### src/fetch_macros.svh
// Instruction cache geometry and PC field widths for the fetch unit.
// Included by the type package and by each block that sizes an array
// or slices an address.
`ifndef FETCH_MACROS_SVH
`define FETCH_MACROS_SVH

// Two ways, so the way index is a single bit
`define FETCH_WAYS 2
`define FETCH_SETS 16

// Words per 16-byte line
`define LINE_WORDS 4

// A PC splits into {tag, set, offset}
`define OFFSET_BITS 4
`define SET_BITS 4
`define TAG_BITS 24

`endif

### src/fetch_types_pkg.sv
// Vector types for addresses, cache indexes and line data.
// Imported by wildcard in the header of each module that uses them.
`default_nettype none

`include "fetch_macros.svh"

package fetch_types_pkg;

    // Instruction or address word
    typedef logic [31:0] word_t;

    typedef logic [`TAG_BITS-1:0] tag_t;
    typedef logic [`SET_BITS-1:0] set_idx_t;
    typedef logic [$clog2(`FETCH_WAYS)-1:0] way_idx_t;

    // Line address is {tag, set}
    typedef logic [`TAG_BITS+`SET_BITS-1:0] line_addr_t;

    // Word 0 in bits 127:96, as it arrives from memory
    typedef logic [`LINE_WORDS*32-1:0] line_data_t;

endpackage

`default_nettype wire

### src/fetch_ctl_pkg.sv
// State encodings for the tag stage and the line fill FSMs.
`default_nettype none

package fetch_ctl_pkg;

    typedef enum logic [1:0]
    {
        TS_IDLE,
        TS_WAIT_FILL,
        TS_RETRY
    } tag_state_t;

    typedef enum logic [1:0]
    {
        FS_IDLE,
        FS_READ,
        FS_WRITE_TAG,
        FS_WRITE_DATA
    } fill_state_t;

endpackage

`default_nettype wire

### src/fetch_if.sv
// Internal buses of the fetch unit.
// tag_data_if links the tag stage to the data stage, fill_if links the
// fill engine to both pipeline stages.
`timescale 1ns/1ps
`default_nettype none

`include "fetch_macros.svh"


interface fill_if import fetch_types_pkg::*; ();
    logic miss_en;
    line_addr_t miss_line;
    way_idx_t miss_way;
    logic busy;
    logic tag_update_en;
    set_idx_t update_set;
    way_idx_t update_way;
    tag_t update_tag;
    logic data_update_en;
    line_data_t update_data;

    modport stage
    (
        input miss_en, busy, tag_update_en, update_set, update_way, update_tag,
        input data_update_en
    );

    modport data
    (
        output miss_en, miss_line, miss_way,
        input tag_update_en, update_set, update_way, update_tag,
        input data_update_en, update_data
    );

    modport fill
    (
        input miss_en, miss_line, miss_way,
        output busy, tag_update_en, update_set, update_way, update_tag,
        output data_update_en, update_data
    );
endinterface

`default_nettype wire

### src/line_fill_unit.sv
// Line fill engine. On a miss it reads the four words of the line as a
// Wishbone classic master, one single-read cycle per word, then writes
// the tag and, one cycle later, the line data into the cache.
`timescale 1ns/1ps
`default_nettype none

`include "fetch_macros.svh"

module line_fill_unit
    import fetch_types_pkg::*;
    import fetch_ctl_pkg::*;
(
    input logic clk,
    input logic reset,
    fill_if.fill fl,
    output logic wb_cyc,
    output logic wb_stb,
    output word_t wb_adr,
    input word_t wb_rdata,
    input logic wb_ack
);
    localparam int BEAT_BITS = `OFFSET_BITS - 2;

    fill_state_t state;
    line_addr_t line_q;
    way_idx_t way_q;
    logic [BEAT_BITS-1:0] beat;
    logic [BEAT_BITS-1:0] lane;
    line_data_t line_buf;
    logic last_beat;
    logic beat_done;

    assign last_beat = beat == BEAT_BITS'(`LINE_WORDS - 1);
    assign beat_done = state == FS_READ && wb_stb && wb_ack;

    // Word address steps up from the line base
    assign wb_adr = {line_q, beat, 2'b00};

    // First word goes to the top lane
    assign lane = ~beat;

    always_ff @(posedge clk or posedge reset)
    begin
        if (reset)
        begin
            state <= FS_IDLE;
            wb_cyc <= 1'b0;
            wb_stb <= 1'b0;
            beat <= '0;
        end
        else
        begin
            case (state)
                FS_IDLE:
                begin
                    if (fl.miss_en)
                    begin
                        state <= FS_READ;
                        wb_cyc <= 1'b1;
                        wb_stb <= 1'b1;
                        beat <= '0;
                    end
                end
                FS_READ:
                begin
                    if (beat_done)
                    begin
                        // Drop the strobe for a cycle between beats
                        wb_cyc <= 1'b0;
                        wb_stb <= 1'b0;
                        if (last_beat)
                            state <= FS_WRITE_TAG;
                        else
                            beat <= beat + 1'b1;
                    end
                    else if (!wb_stb)
                    begin
                        wb_cyc <= 1'b1;
                        wb_stb <= 1'b1;
                    end
                end
                FS_WRITE_TAG:
                    state <= FS_WRITE_DATA;
                FS_WRITE_DATA:
                    state <= FS_IDLE;
            endcase
        end
    end

    always_ff @(posedge clk)
    begin
        if (state == FS_IDLE && fl.miss_en)
        begin
            line_q <= fl.miss_line;
            way_q <= fl.miss_way;
        end
        if (beat_done)
            line_buf[32 * lane +: 32] <= wb_rdata;
    end

    assign fl.busy = fl.miss_en || state != FS_IDLE;
    assign fl.tag_update_en = state == FS_WRITE_TAG;
    assign fl.data_update_en = state == FS_WRITE_DATA;
    assign fl.update_set = line_q[`SET_BITS-1:0];
    assign fl.update_tag = line_q[`SET_BITS +: `TAG_BITS];
    assign fl.update_way = way_q;
    assign fl.update_data = line_buf;

endmodule

`default_nettype wire

### src/flat_wrapper.sv
// flat-port wrapper written by rule: the top's interface ports become plain ports
module line_fill_unit_flat import fetch_types_pkg::*; import fetch_ctl_pkg::*;
  (clk, reset, wb_cyc, wb_stb, wb_adr, wb_rdata, wb_ack, fl_miss_en, fl_miss_line, fl_miss_way, fl_busy, fl_tag_update_en, fl_update_set, fl_update_way, fl_update_tag, fl_data_update_en, fl_update_data);
  fill_if fl_i ();
  input logic clk;
  input logic reset;
  output logic wb_cyc;
  output logic wb_stb;
  output word_t wb_adr;
  input word_t wb_rdata;
  input logic wb_ack;
  input wire logic [$bits(fl_i.miss_en)-1:0] fl_miss_en;
  input wire logic [$bits(fl_i.miss_line)-1:0] fl_miss_line;
  input wire logic [$bits(fl_i.miss_way)-1:0] fl_miss_way;
  output wire logic [$bits(fl_i.busy)-1:0] fl_busy;
  output wire logic [$bits(fl_i.tag_update_en)-1:0] fl_tag_update_en;
  output wire logic [$bits(fl_i.update_set)-1:0] fl_update_set;
  output wire logic [$bits(fl_i.update_way)-1:0] fl_update_way;
  output wire logic [$bits(fl_i.update_tag)-1:0] fl_update_tag;
  output wire logic [$bits(fl_i.data_update_en)-1:0] fl_data_update_en;
  output wire logic [$bits(fl_i.update_data)-1:0] fl_update_data;
  assign fl_i.miss_en = fl_miss_en;
  assign fl_i.miss_line = fl_miss_line;
  assign fl_i.miss_way = fl_miss_way;
  assign fl_busy = fl_i.busy;
  assign fl_tag_update_en = fl_i.tag_update_en;
  assign fl_update_set = fl_i.update_set;
  assign fl_update_way = fl_i.update_way;
  assign fl_update_tag = fl_i.update_tag;
  assign fl_data_update_en = fl_i.data_update_en;
  assign fl_update_data = fl_i.update_data;
  line_fill_unit u_core (.clk(clk), .reset(reset), .fl(fl_i), .wb_cyc(wb_cyc), .wb_stb(wb_stb), .wb_adr(wb_adr), .wb_rdata(wb_rdata), .wb_ack(wb_ack));
endmodule
### config.mk
export PLATFORM = sky130hd
export DESIGN_NAME = line_fill_unit_flat
export DESIGN_NICKNAME = d
export VERILOG_FILES = /design/src/fetch_types_pkg.sv /design/src/fetch_ctl_pkg.sv /design/src/fetch_if.sv /design/src/line_fill_unit.sv /design/src/flat_wrapper.sv
export VERILOG_INCLUDE_DIRS = /design/src
export SDC_FILE = /design/constraint.sdc
export NUM_CORES = 1
export LEC_CHECK = 0
export ABC_CLOCK_PERIOD_IN_PS = 2000
export BUFFER_PORTS_ARGS = -buffer_cell sky130_fd_sc_hd__buf_2
export CORE_UTILIZATION = 30
export CTS_BUF_LIST = sky130_fd_sc_hd__clkbuf_4
export CTS_CLUSTER_DIAMETER = 200
export CTS_CLUSTER_SIZE = 14
export DETAILED_ROUTE_END_ITERATION = 10
export REMOVE_ABC_BUFFERS = 1
export SLEW_MARGIN = 30
export SYNTH_ARGS = -nofsm -noshare
export SYNTH_HDL_FRONTEND = slang
export SYNTH_SLANG_ARGS = --single-unit
### constraint.sdc
create_clock -name clk -period 2 [get_ports clk]
set_clock_uncertainty 0.05 [all_clocks]
set_input_delay 0.2 -clock clk [delete_from_list [all_inputs] [get_ports clk]]
set_output_delay 0.2 -clock clk [all_outputs]
set_load 0.05 [all_outputs]
Yosys cells after proc, flatten, opt, wreduce, memory -nomap -nowiden --
Cells that the tools add are included.
Storage, ports and cells: bits in registers 163, word-level logic and storage cells 47, input port bits 65, output and inout port bits 194
Cells by class: eq/ne operators 9, multiplexer cells 15, $add $sub $neg 2, shift operators 2, reduce and logical (&&, ||, !) cells 11, bitwise logic cells 1
Operators by type and width (number):
- bitwise mux 128 bit | 1
- variable shift 32 x 34 -> 128 bit (first input constant) | 1
- indexed part select 32 x 34 -> 128 bit | 1
- negator 7 -> 34 bit | 1
- two-way mux 2 bit | 6
- one-hot mux 2 bit (4 select lines) | 1
- equality test 2 bit (second input constant) | 3
- AND reduction 3 bit | 2
- two-way mux 1 bit | 4
- inequality test 2 x 1 -> 1 bit (second input constant) | 2
- inequality test 2 bit (second input constant) | 2
- one-hot mux 1 bit (2 select lines) | 2
- one-hot mux 2 bit (2 select lines) | 1
- AND reduction 4 bit | 1
- nonzero test 2 bit | 2
- logical AND 1 bit | 3
- inequality test 3 bit (second input constant) | 1
- adder 2 x 1 -> 2 bit (second input constant) | 1
- equality test 2 x 1 -> 1 bit (second input constant) | 1
- zero test 2 bit | 1
- NOT 2 bit | 1
- AND reduction 2 bit | 1
- logical OR 1 bit | 1

Depth between registers and ports, before layout --
Gate-level depths: netlist of run 1.
depth after elaboration 5, depth in mapped cells 6, depth with buffers taken out 5

Worst setup path after synthesis of run 1 --
No wires, ideal clock.
path kind reg2reg, from register u_core.wb_stb, to register u_core.line_buf[0] (netlist: u_core.fl.update_data[0]) (enable), clock period less this slack 2.241 ns, buffers on the path 0, slack -0.241 ns, required time 1.558 ns, arrival time 1.799 ns, stages on the path, launching flop included 3, library setup time 0.392 ns, cells stage by stage dfrtp_1 and3_1 and2_1
Between the ends: word-level cells in the longest chain between the ends 2
RTL lines:
- start, declared | line line_fill_unit.sv:17 | output logic wb_stb,
- start signal, assigned | line line_fill_unit.sv:48 | wb_stb <= 1'b0;
- start signal, assigned | line line_fill_unit.sv:60 | wb_stb <= 1'b1;
- start signal, assigned | line line_fill_unit.sv:70 | wb_stb <= 1'b0;
- logical AND 1 bit (2 in series) | line line_fill_unit.sv:34 | assign beat_done = state == FS_READ && wb_stb && wb_ack;
- end signal, assigned by index | line line_fill_unit.sv:98 | line_buf[32 * lane +: 32] <= wb_rdata;
- end, declared | line line_fill_unit.sv:29 | line_data_t line_buf;
No other way between the ends. A chain may end at the register's enable or synchronous reset.

Worst setup path after layout of run 1 --
from register u_core.beat[1], to register u_core.line_buf[76] (netlist: u_core.fl.update_data[76]) (data pin)
Between the ends: word-level cells in the longest chain between the ends 4, elaborated cells between the ends (all ways) 5
RTL lines:
- start, declared | line line_fill_unit.sv:27 | logic [BEAT_BITS-1:0] beat;
- start signal, assigned | line line_fill_unit.sv:74 | beat <= beat + 1'b1;
- NOT 2 bit (*) | line line_fill_unit.sv:40 | assign lane = ~beat;
- negator 7 -> 34 bit (*) | line line_fill_unit.sv:98
- indexed part select 32 x 34 -> 128 bit / variable shift 32 x 34 -> 128 bit (equally long branches) | line line_fill_unit.sv:98
- bitwise mux 128 bit (*) | line line_fill_unit.sv:98
Every way passes the cells marked *; elsewhere a longest branch is shown, timed or not.

==> qor.csv, run 1 <==
metric,value,unit
Worst Setup Start Kind,register,
Post-DP HPWL,12000,um
hold path cells,2,
r2r setup slk,0.16,ns
dominant cells by area after synthesis,"edfxtp_1 74%, and2_1 10%, buf_4 3.7%, and3_1 3.3%, dfrtp_1 2.4%",
min-delay src,fl_miss_line[22],
Synth cell types,32,
GRT Util Overall,0.160,
static leakage,0.00378,uW
Die Span Y,147,um
initial drt markers,198,
clk root buf,clkbuf_4,
"Reg clk slew, reported paths",0.15,ns
first-pass GRT wire length,25400,um
Die Wd,147,um
final hold vios,0,
crit path time final,1.84,ns
Crit Path Max Fanout,16,
max-slew violation count,0,
htree depth,4,
Worst Reg-to-Reg Cells,6,
Setup WS pre-CTS,0.0000661,ns
syn_area_per_cell,16.4,sq um
post-layout util,0.440,
gr busiest metal,met2,
Synth top area share,0.745,
cells after synthesis,387,
GR Overflow Total,0,
VDD IR max,0.525,mV
first-pass detailed-route iteration total,4,
final worst setup slack,0.157,ns
Placeable Area,0.0204,sq mm
M3 GR Usage,0.0398,
Mapped Area,0.00633,sq mm
DIE AREA,0.0217,sq mm
WL/cell,17.2,um
WS Path Type,reg -> reg,
Initial Util,0.310,
final net count,779,
status,completed,
clock buffer depth,2,
IO buf count,256,
Finished Cell Area,0.00898,sq mm
RR Startpoint,u_core.beat[1],
drt drc,0,
Post-Layout Cell Count,989,
Peak Freq,0.543,GHz
Final Wtd Congestion,0.807,
Via Count,4277,
FP Rows,52,
"flops & latches, synth",163,
RSZ-0062 raised after global routing,no,
largest area contributor in the netlist,edfxtp_1,
final WL,17100,um
CP required,2.36,ns
met1 GRT Util,0.189,
power density cells,1160,mW/mm^2
Min-Delay Endpoint,u_core.line_q[22],
number of I/O pins,259,
via/cell ratio,4.32,
headroom to the max-slew limit,0.658,
Worst R2R End,u_core.fl.update_data[76],
"Setup violations, final",0,
Crit. End Element,register,
YS warnings,0,
largest net degree at the start of global routing,30,
Worst-Margin Slew,0.508,ns
vias in the first global route,4446,
TritonCTS sink count,163,
maxcap violations,0,
CTS buffer count,17,
crit share post-route,0.921,
ANT nets after route,0,
sequential-to-total area share from yosys stat,0.769,
antenna violations before repair,1,
ratio of cells with drive above 1 in the final layout,0.454,
area grow syn2layout,41.9,%
placed insts,890,
clk_lat worst skew,0.55,ns
met2 Use GR,0.279,
WP data arrival,2.20,ns
CTS tree,built,
"Cell Area, Placed",0.00796,sq mm
Hold Path Class,in -> reg,
area by class of cell:
| class | instances | area [sq um] |
|---|---|---|
| flip-flops and latches | 163 | 4870 |
| diodes | 1 | 2.50 |
| clock buffers | 18 | 135 |
| fillers | 1881 | 11400 |
| clock inverters | 14 | 176 |
| well taps | 270 | 338 |
| inverters | 6 | 22.5 |
| multi-input cells | 171 | 1190 |
| repair buffers | 346 | 2250 |
routing by layer:
metal | wire (um) | vias to the layer above | part of all wire
li1 | - | 1981 | -
met1 | 6930 | 2121 | 0.41
met2 | 8920 | 153 | 0.52
met3 | 817 | 22 | 0.048
met4 | 385 | 0 | 0.023
met5 | 0 | - | 0
repair_timing:
| item | 4_1_cts | 5_1_grt |
|---|---|---|
| hold buffers | 64 | 1 |
| resized for setup | 3 | 10 |
| buffers inserted | 0 | 1 |
| endpoints found under the hold margin | 166 | 4 |
| setup endpoints to repair | 13 | 61 |
registers in the layout, summed over array words and instances (netlist names):
name and flops:
u_core.beat 2, u_core.fl.update_data 128, u_core.fl.update_way 1, u_core.line_q 28, u_core.state 2, u_core.wb_cyc 1, u_core.wb_stb 1
cells by family (layout without fill, tap and decap cells):
| family | count (synthesis) | after routing | synth area share |
|---|---|---|---|
| AO/OA/AOI/OAI | 10 | 10 | 0.0119 |
| adder cells (fa/ha/maj) | 9 | 9 | 0.0178 |
| buffers and inverters | 54 | 384 | 0.0518 |
| flip-flops | 163 | 163 | 0.769 |
| multiplexers | 3 | 3 | 0.00494 |
| other | 1 | 3 | 0.000593 |
| AND/OR/NAND/NOR | 147 | 147 | 0.144 |
how the worst max path moves through the flow:
stage / start / to / slack [ns] / depth (start not counted)
global route: u_core.beat[1] / u_core.fl.update_data[76] / 0.01 / 6
global placement: u_core.beat[1] / u_core.fl.update_data[25] / 0.11 / 5
floorplan: u_core.beat[0] / u_core.fl.update_data[64] / -0.65 / 4
detailed placement: u_core.beat[1] / u_core.fl.update_data[13] / 0.00007 / 5
finish: u_core.beat[1] / u_core.fl.update_data[76] / 0.16 / 6
CTS: u_core.beat[1] / u_core.fl.update_data[30] / -0.02 / 5
cells in the final DEF (no fill, tap or decap), types with 2 or more instances in the layout:
cell type	Yosys	final
bufinv_16	0	3
buf_4	31	12
clkinvlp_4	0	3
inv_1	5	4
inv_2	1	2
and2_2	0	4
buf_12	0	9
edfxtp_1	157	157
dfrtp_1	6	5
conb_1	1	2
inv_6	0	4
nand2_1	3	3
and3_1	33	33
dlygate4sd3_1	0	65
nand3_1	2	2
buf_6	0	5
and2_1	101	97
clkbuf_4	0	18
ha_1	9	8
mux2i_1	2	2
buf_2	4	255
per-stage QoR:
stage	setup TNS [ns]	hold slack, ns	power (uW)
floorplan	-94.21	-0.0590	6900
global placement	0	0.0792	8070
detailed placement	0	0.0861	8180
CTS	-0.136	-0.140	10400
global route	0	0.232	10900
finish	0	0.295	10400
cell usage after synthesis (all sizes together):
| master | count |
|---|---|
| buf | 35 |
| nor2b | 1 |
| and3 | 33 |
| nor2 | 3 |
| o311ai | 1 |
| mux2i | 2 |
| nand3 | 2 |
| dfrtp | 6 |
| ha | 9 |
| clkbuf | 13 |
| a211oi | 1 |
| a221oi | 1 |
| o32ai | 1 |
| nand2 | 3 |
| mux2 | 1 |
| a21boi | 2 |
| inv | 6 |
| o21bai | 1 |
| nand3b | 1 |
| edfxtp | 157 |
| a41oi | 1 |
| and2 | 101 |
| nor3 | 1 |
| conb | 1 |
| nor3b | 1 |
| nand2b | 1 |
| a21oi | 1 |
| o21ai | 1 |
critical path: stages, from the launching register on:
cell,delay (ns)
dfrtp_2,0.44
inv_1,0.08
ha_1,0.35
buf_6,0.19
nor3b_4,0.25
buf_6,0.22
and2_1,0.14
where the power goes:
group          internal [uW]  total (uW)  leakage (uW)  switching (uW)
Combinational           1170        3860       0.00209            2680
Clock                    900        2130      0.000159            1230
Sequential              4290        4440       0.00153             146
Total                   6370       10400       0.00378            4060
(Power assumes the default switching activity.)
==> inputs of run 2 (changes only) <==
--- a/config.mk
+++ b/config.mk
@@ -6,7 +6,7 @@
 export SDC_FILE = /design/constraint.sdc
 export NUM_CORES = 1
 export LEC_CHECK = 0
-export ABC_CLOCK_PERIOD_IN_PS = 2000
+export ABC_CLOCK_PERIOD_IN_PS = 2100
 export BUFFER_PORTS_ARGS = -buffer_cell sky130_fd_sc_hd__buf_2
 export CORE_UTILIZATION = 30
 export CTS_BUF_LIST = sky130_fd_sc_hd__clkbuf_4
==> constraint.sdc (replaced) <==
create_clock -name clk -period 2.1 [get_ports clk]
set_clock_uncertainty 0.05 [all_clocks]
set_input_delay 0.21 -clock clk [delete_from_list [all_inputs] [get_ports clk]]
set_output_delay 0.21 -clock clk [all_outputs]
set_load 0.05 [all_outputs]
==> qor.csv, run 2 (synthesis results as in run 1) <==
metric,value,unit,change
status,completed,,unchanged
Setup WS pre-CTS,0.0648,ns,was 0.0000661 ns
vias in the first global route,4382,,was 4446
placed insts,887,,was 890
Final Wtd Congestion,0.793,,was 0.807
"Reg clk slew, reported paths",0.13,ns,was 0.15 ns
crit path time final,2.02,ns,was 1.84 ns
"Top cell by count, worst path",buf_4,,was buf_6
maxcap violations,0,,unchanged
CP required,2.46,ns,was 2.36 ns
final worst setup slack,0.0809,ns,was 0.157 ns
VDD IR max,0.401,mV,was 0.525 mV
max FFs per register,128,,unchanged
initial drt markers,226,,was 198
Initial Util,0.310,,unchanged
RSZ-0062 raised after global routing,yes,,was no
crit share post-route,0.961,,was 0.921
"Setup violations, final",0,,unchanged
Die Wd,147,um,unchanged
clock buffer depth,2,,unchanged
first-pass GRT wire length,25100,um,was 25400 um
GRT Util Overall,0.158,,was 0.160
ratio of cells with drive above 1 in the final layout,0.443,,was 0.454
CTS buffer count,17,,unchanged
Combinational Power Share,0.364,,was 0.370
clock power share,0.192,,was 0.204
sw frac,0.392,,was 0.389
Switch Pwr,3730,uW,was 4060 uW
drt drc,0,,unchanged
GR Overflow Total,0,,unchanged
Crit Path Max Fanout,35,,was 16
Worst Setup Start Kind,register,,unchanged
Post-DP HPWL,11600,um,was 12000 um
Peak Freq,0.495,GHz,was 0.543 GHz
Int Pwr,5790,uW,was 6370 uW
area grow syn2layout,39.0,%,was 41.9%
DIE AREA,0.0217,sq mm,unchanged
Post-Layout Cell Count,984,,was 989
post-layout util,0.431,,was 0.440
sequential power share,0.444,,was 0.426
CTS tree,built,,unchanged
htree depth,4,,unchanged
TritonCTS sink count,163,,unchanged
final WL,16900,um,was 17100 um
"most common cell after layout, fill and taps aside",buf_2,,unchanged
number of I/O pins,259,,unchanged
Hold Path Class,in -> async,,was in -> reg
WS Path Type,reg -> reg,,unchanged
Placeable Area,0.0204,sq mm,unchanged
final hold vios,0,,unchanged
ANT nets after route,0,,unchanged
Worst-Margin Slew,0.732,ns,was 0.508 ns
power density cells,1080,mW/mm^2,was 1160 mW/mm^2
Crit. End Element,register,,unchanged
Post-CTS Setup Bufs,0,,unchanged
hold slack,0.0643,ns,was 0.295 ns
final net count,774,,was 779
Crit-path slowest cell,dfrtp_1,,was dfrtp_2
FP Rows,52,,unchanged
headroom to the max-slew limit,0.511,,was 0.658
Die Span Y,147,um,unchanged
Final Power,9530,uW,was 10400 uW
via/cell ratio,4.25,,was 4.32
clk root buf,clkbuf_4,,unchanged
IO buf count,256,,unchanged
antenna violations before repair,1,,unchanged
Worst path max stage delay,0.44,ns,about the same
max-slew violation count,0,,unchanged
CP cell instances,inv_1 > ha_1 > buf_4 > nor3b_4 > buf_4 > and2_1,,was inv_1 > ha_1 > buf_6 > nor3b_4 > buf_6 > and2_1
Via Count,4185,,was 4277
clk_lat worst skew,0.55,ns,about the same
largest net degree at the start of global routing,36,,was 30
WL/cell,17.2,um,about the same
WP data arrival,2.38,ns,was 2.20 ns
most frequent cells in the layout,"255 x buf_2, 157 x edfxtp_1, 97 x and2_1",,unchanged
static leakage,0.00372,uW,was 0.00378 uW
first-pass detailed-route iteration total,4,,unchanged
## run 2: layer usage
metal / track usage / part of all wire / wire length (um) / vias to the layer above
met3: 0.0366 / 0.046 / 782 / 20
met5: 0 / 0 / 0 / -
met2: 0.272 / 0.52 / 8780 / 131
met4: 0.0613 / 0.016 / 263 / 0
met1: 0.191 / 0.42 / 7070 / 2061
li1: - / - / - / 1973
## run 2: metrics by stage
step	setup TNS (ns)	cell area [sq um]
final	0	8800
after global routing	-1.74	8800
after CTS	0	8790
after detailed placement	0	7880
after global placement	0	7880
after floorplan	-68.49	6030
## run 2: layout make-up
cell class                      count  area (sq um)
Clock inverter                     14           136
Sequential cell                   163          4860
Tap cell                          270           338
Inverter                            6          22.5
Clock buffer                       18           135
Fill cell                        1913         11600
Multi-Input combinational cell    171          1160
Timing Repair Buffer              341          2130
Antenna cell                        1          2.50
## run 2: critical path, delay by kind of cell, from the launching register on
family	cells	cell delay [ns]
fa+ha+maj	1	0.32
simple gates	2	0.41
flops	1	0.44
buf+inv	3	0.67
## run 2: power by group through the flow
stage               combinational [uW]  clock [uW]  sequential, uW
floorplan                         1060           0            5510
global placement                  3340           0            4280
detailed placement                3410           0            4300
CTS                               3510        1900            4230
global route                      3700        2020            4260
finish                            3470        1830            4230
## run 2: what timing repair did
action	4_1_cts	5_1_grt
endpoints found under the setup margin	1	50
hold endpoints to repair	165	0
hold buffers	64	0
gates resized for setup	1	1
## run 2: final timing paths
check                                  from                         to  slack (ns)  cells after the start
min in group clk           fl_miss_line[15]          u_core.line_q[15]        0.31                      2
setup reg to reg             u_core.beat[1]  u_core.fl.update_data[92]        0.08                      6
setup / recovery             u_core.beat[1]  u_core.fl.update_data[92]        0.08                      6
hold / removal                        reset            u_core.state[0]        0.06                      3
hold reg to reg             u_core.state[1]            u_core.state[1]        0.55                      1
max in group asynchronous             reset             u_core.beat[1]        1.74                      3
==> inputs of run 3 (changes only) <==
--- a/config.mk
+++ b/config.mk
@@ -8,11 +8,13 @@
 export LEC_CHECK = 0
 export ABC_CLOCK_PERIOD_IN_PS = 2100
 export BUFFER_PORTS_ARGS = -buffer_cell sky130_fd_sc_hd__buf_2
-export CORE_UTILIZATION = 30
+export CORE_UTILIZATION = 41
 export CTS_BUF_LIST = sky130_fd_sc_hd__clkbuf_4
 export CTS_CLUSTER_DIAMETER = 200
 export CTS_CLUSTER_SIZE = 14
 export DETAILED_ROUTE_END_ITERATION = 10
+export GPL_TIMING_DRIVEN = 0
+export PLACE_DENSITY = 0.7
 export REMOVE_ABC_BUFFERS = 1
 export SLEW_MARGIN = 30
 export SYNTH_ARGS = -nofsm -noshare
==> qor.csv, run 3 (synthesis results as in run 1) <==
metric,value,unit,change
clock buffer depth,2,,unchanged
Worst Setup Start Kind,register,,unchanged
TritonCTS sink count,163,,unchanged
final worst setup slack,0.149,ns,was 0.0809 ns
FP Rows,45,,was 52
Combinational Power Share,0.390,,was 0.364
WL/cell,18.0,um,was 17.2 um
htree depth,4,,unchanged
most frequent cells in the layout,"255 x buf_2, 157 x edfxtp_1, 96 x and2_1",,"was 255 x buf_2, 157 x edfxtp_1, 97 x and2_1"
ANT nets after route,0,,unchanged
power density cells,1090,mW/mm^2,was 1080 mW/mm^2
"most common cell after layout, fill and taps aside",buf_2,,unchanged
GRT Util Overall,0.206,,was 0.158
r2r setup slk,0.21,ns,was 0.08 ns
status,completed,,unchanged
final WL,16200,um,was 16900 um
largest net degree at the start of global routing,30,,was 36
Worst-Margin Slew,0.660,ns,was 0.732 ns
Final Wtd Congestion,0.810,,was 0.793
GR Overflow Total,0,,unchanged
CTS tree,built,,unchanged
Via Count,4269,,was 4185
RSZ-0062 raised after global routing,no,,was yes
VDD IR max,0.549,mV,was 0.401 mV
max FFs per register,128,,unchanged
final net count,773,,was 774
sw frac,0.402,,was 0.392
antenna violations before repair,1,,unchanged
first-pass detailed-route iteration total,4,,unchanged
CP required,1.84,ns,was 2.46 ns
sequential power share,0.443,,was 0.444
Hold Path Class,in -> async,,unchanged
WS Path Type,reg -> out,,was reg -> reg
crit path time final,1.95,ns,was 2.02 ns
CTS buffer count,17,,unchanged
"Setup violations, final",0,,unchanged
number of I/O pins,259,,unchanged
area grow syn2layout,39.0,%,unchanged
setup TNS,0,ns,unchanged
Post-DP HPWL,10700,um,was 11600 um
via/cell ratio,4.74,,was 4.25
Setup WS pre-CTS,-0.821,ns,was 0.0648 ns
FF+latch area,0.00487,sq mm,was 0.00486 sq mm
initial drt markers,258,,was 226
headroom to the max-slew limit,0.560,,was 0.511
"Reg clk slew, reported paths",0.14,ns,was 0.13 ns
WP data arrival,1.69,ns,was 2.38 ns
ratio of cells with drive above 1 in the final layout,0.448,,was 0.443
Placeable Area,0.0151,sq mm,was 0.0204 sq mm
first-pass GRT wire length,24000,um,was 25100 um
vias in the first global route,4163,,was 4382
clk_lat worst skew,0.55,ns,about the same
Die Wd,126,um,was 147 um
Crit. End Element,output pin,,was register
clk root buf,clkbuf_4,,unchanged
static leakage,0.00373,uW,was 0.00372 uW
Crit Path Max Fanout,5,,was 35
Filler Cell Count,1184,,was 1913
Peak Freq,0.512,GHz,was 0.495 GHz
maxcap violations,0,,unchanged
Initial Util,0.418,,was 0.310
final hold vios,0,,unchanged
IO buf count,256,,unchanged
Multi-input gate area,0.00120,sq mm,was 0.00116 sq mm
Int Pwr,5730,uW,was 5790 uW
DIE AREA,0.0159,sq mm,was 0.0217 sq mm
max-slew violation count,0,,unchanged
clock power share,0.167,,was 0.192
drt drc,0,,unchanged
crit share post-route,0.929,,was 0.961
Die Span Y,126,um,was 147 um
Switch Pwr,3860,uW,was 3730 uW
==> run 3: repair_timing <==
item                                    4_1_cts  5_1_grt
endpoints found under the hold margin       166        0
endpoints found under the setup margin      191       91
gates cloned                                  0        0
pin swaps                                     3        4
resized for setup                             7        3
setup buffers                                 4        6
hold buffers                                 64        0
==> run 3: area by class of cell <==
cell class / instances / share of cell area
sequential: 163 / 0.553
timing repair buffer: 340 / 0.255
multi-input combinational: 171 / 0.136
tap: 188 / 0.0267
clock buffer: 17 / 0.0145
clock inverter: 15 / 0.0121
inverter: 6 / 0.00256
antenna: 1 / 0.000284
==> run 3: worst paths after layout <==
path,from,end,cells after the start
min in group clk,fl_miss_line[11],u_core.line_q[11],2
hold / removal,reset,u_core.state[0],3
hold reg to reg,u_core.state[1],u_core.state[1],1
setup reg to reg,u_core.state[1],u_core.fl.update_data[4],5
max in group asynchronous,reset,u_core.beat[0],3
setup / recovery,u_core.state[0],fl_busy,4
==> run 3: critical path, stage by stage (launching register included) <==
cell and delay [ns]:
dfrtp_1 0.41, inv_1 0.09, ha_1 0.25, nand2b_1 0.17, buf_4 0.23
==> run 3: stage by stage <==
| stage | util | cells | power (uW) | hold slack (ns) | instance area (sq um) |
|---|---|---|---|---|---|
| 2_1_floorplan | - | 340 | 6570 | -0.0490 | 6030 |
| 3_3_place_gp | 0.498 | 784 | 7400 | 0.0925 | 7540 |
| 3_5_place_dp | 0.513 | 794 | 7770 | 0.0961 | 7770 |
| 4_1_cts | 0.576 | 894 | 9600 | 0.000579 | 8720 |
| 5_1_grt | 0.581 | 901 | 10000 | 0.0463 | 8800 |
| 6_report | 0.581 | 901 | 9590 | 0.0462 | 8800 |
==> run 3: per-layer routing <==
layer	vias to the layer above	GRT usage	part of all wire
met1	2108	0.252	0.42
met2	161	0.352	0.52
met4	0	0.0836	0.017
li1	1978	-	-
met3	22	0.0480	0.050
met5	-	0	0
==> run 3: power by group through the flow <==
stage / clock network, uW / registers (uW) / logic (uW)
after floorplan: 0 / 5510 / 1060
after global placement: 0 / 4300 / 3100
after detailed placement: 0 / 4320 / 3460
after CTS: 1640 / 4250 / 3710
after global routing: 1770 / 4280 / 3960
final: 1600 / 4250 / 3740
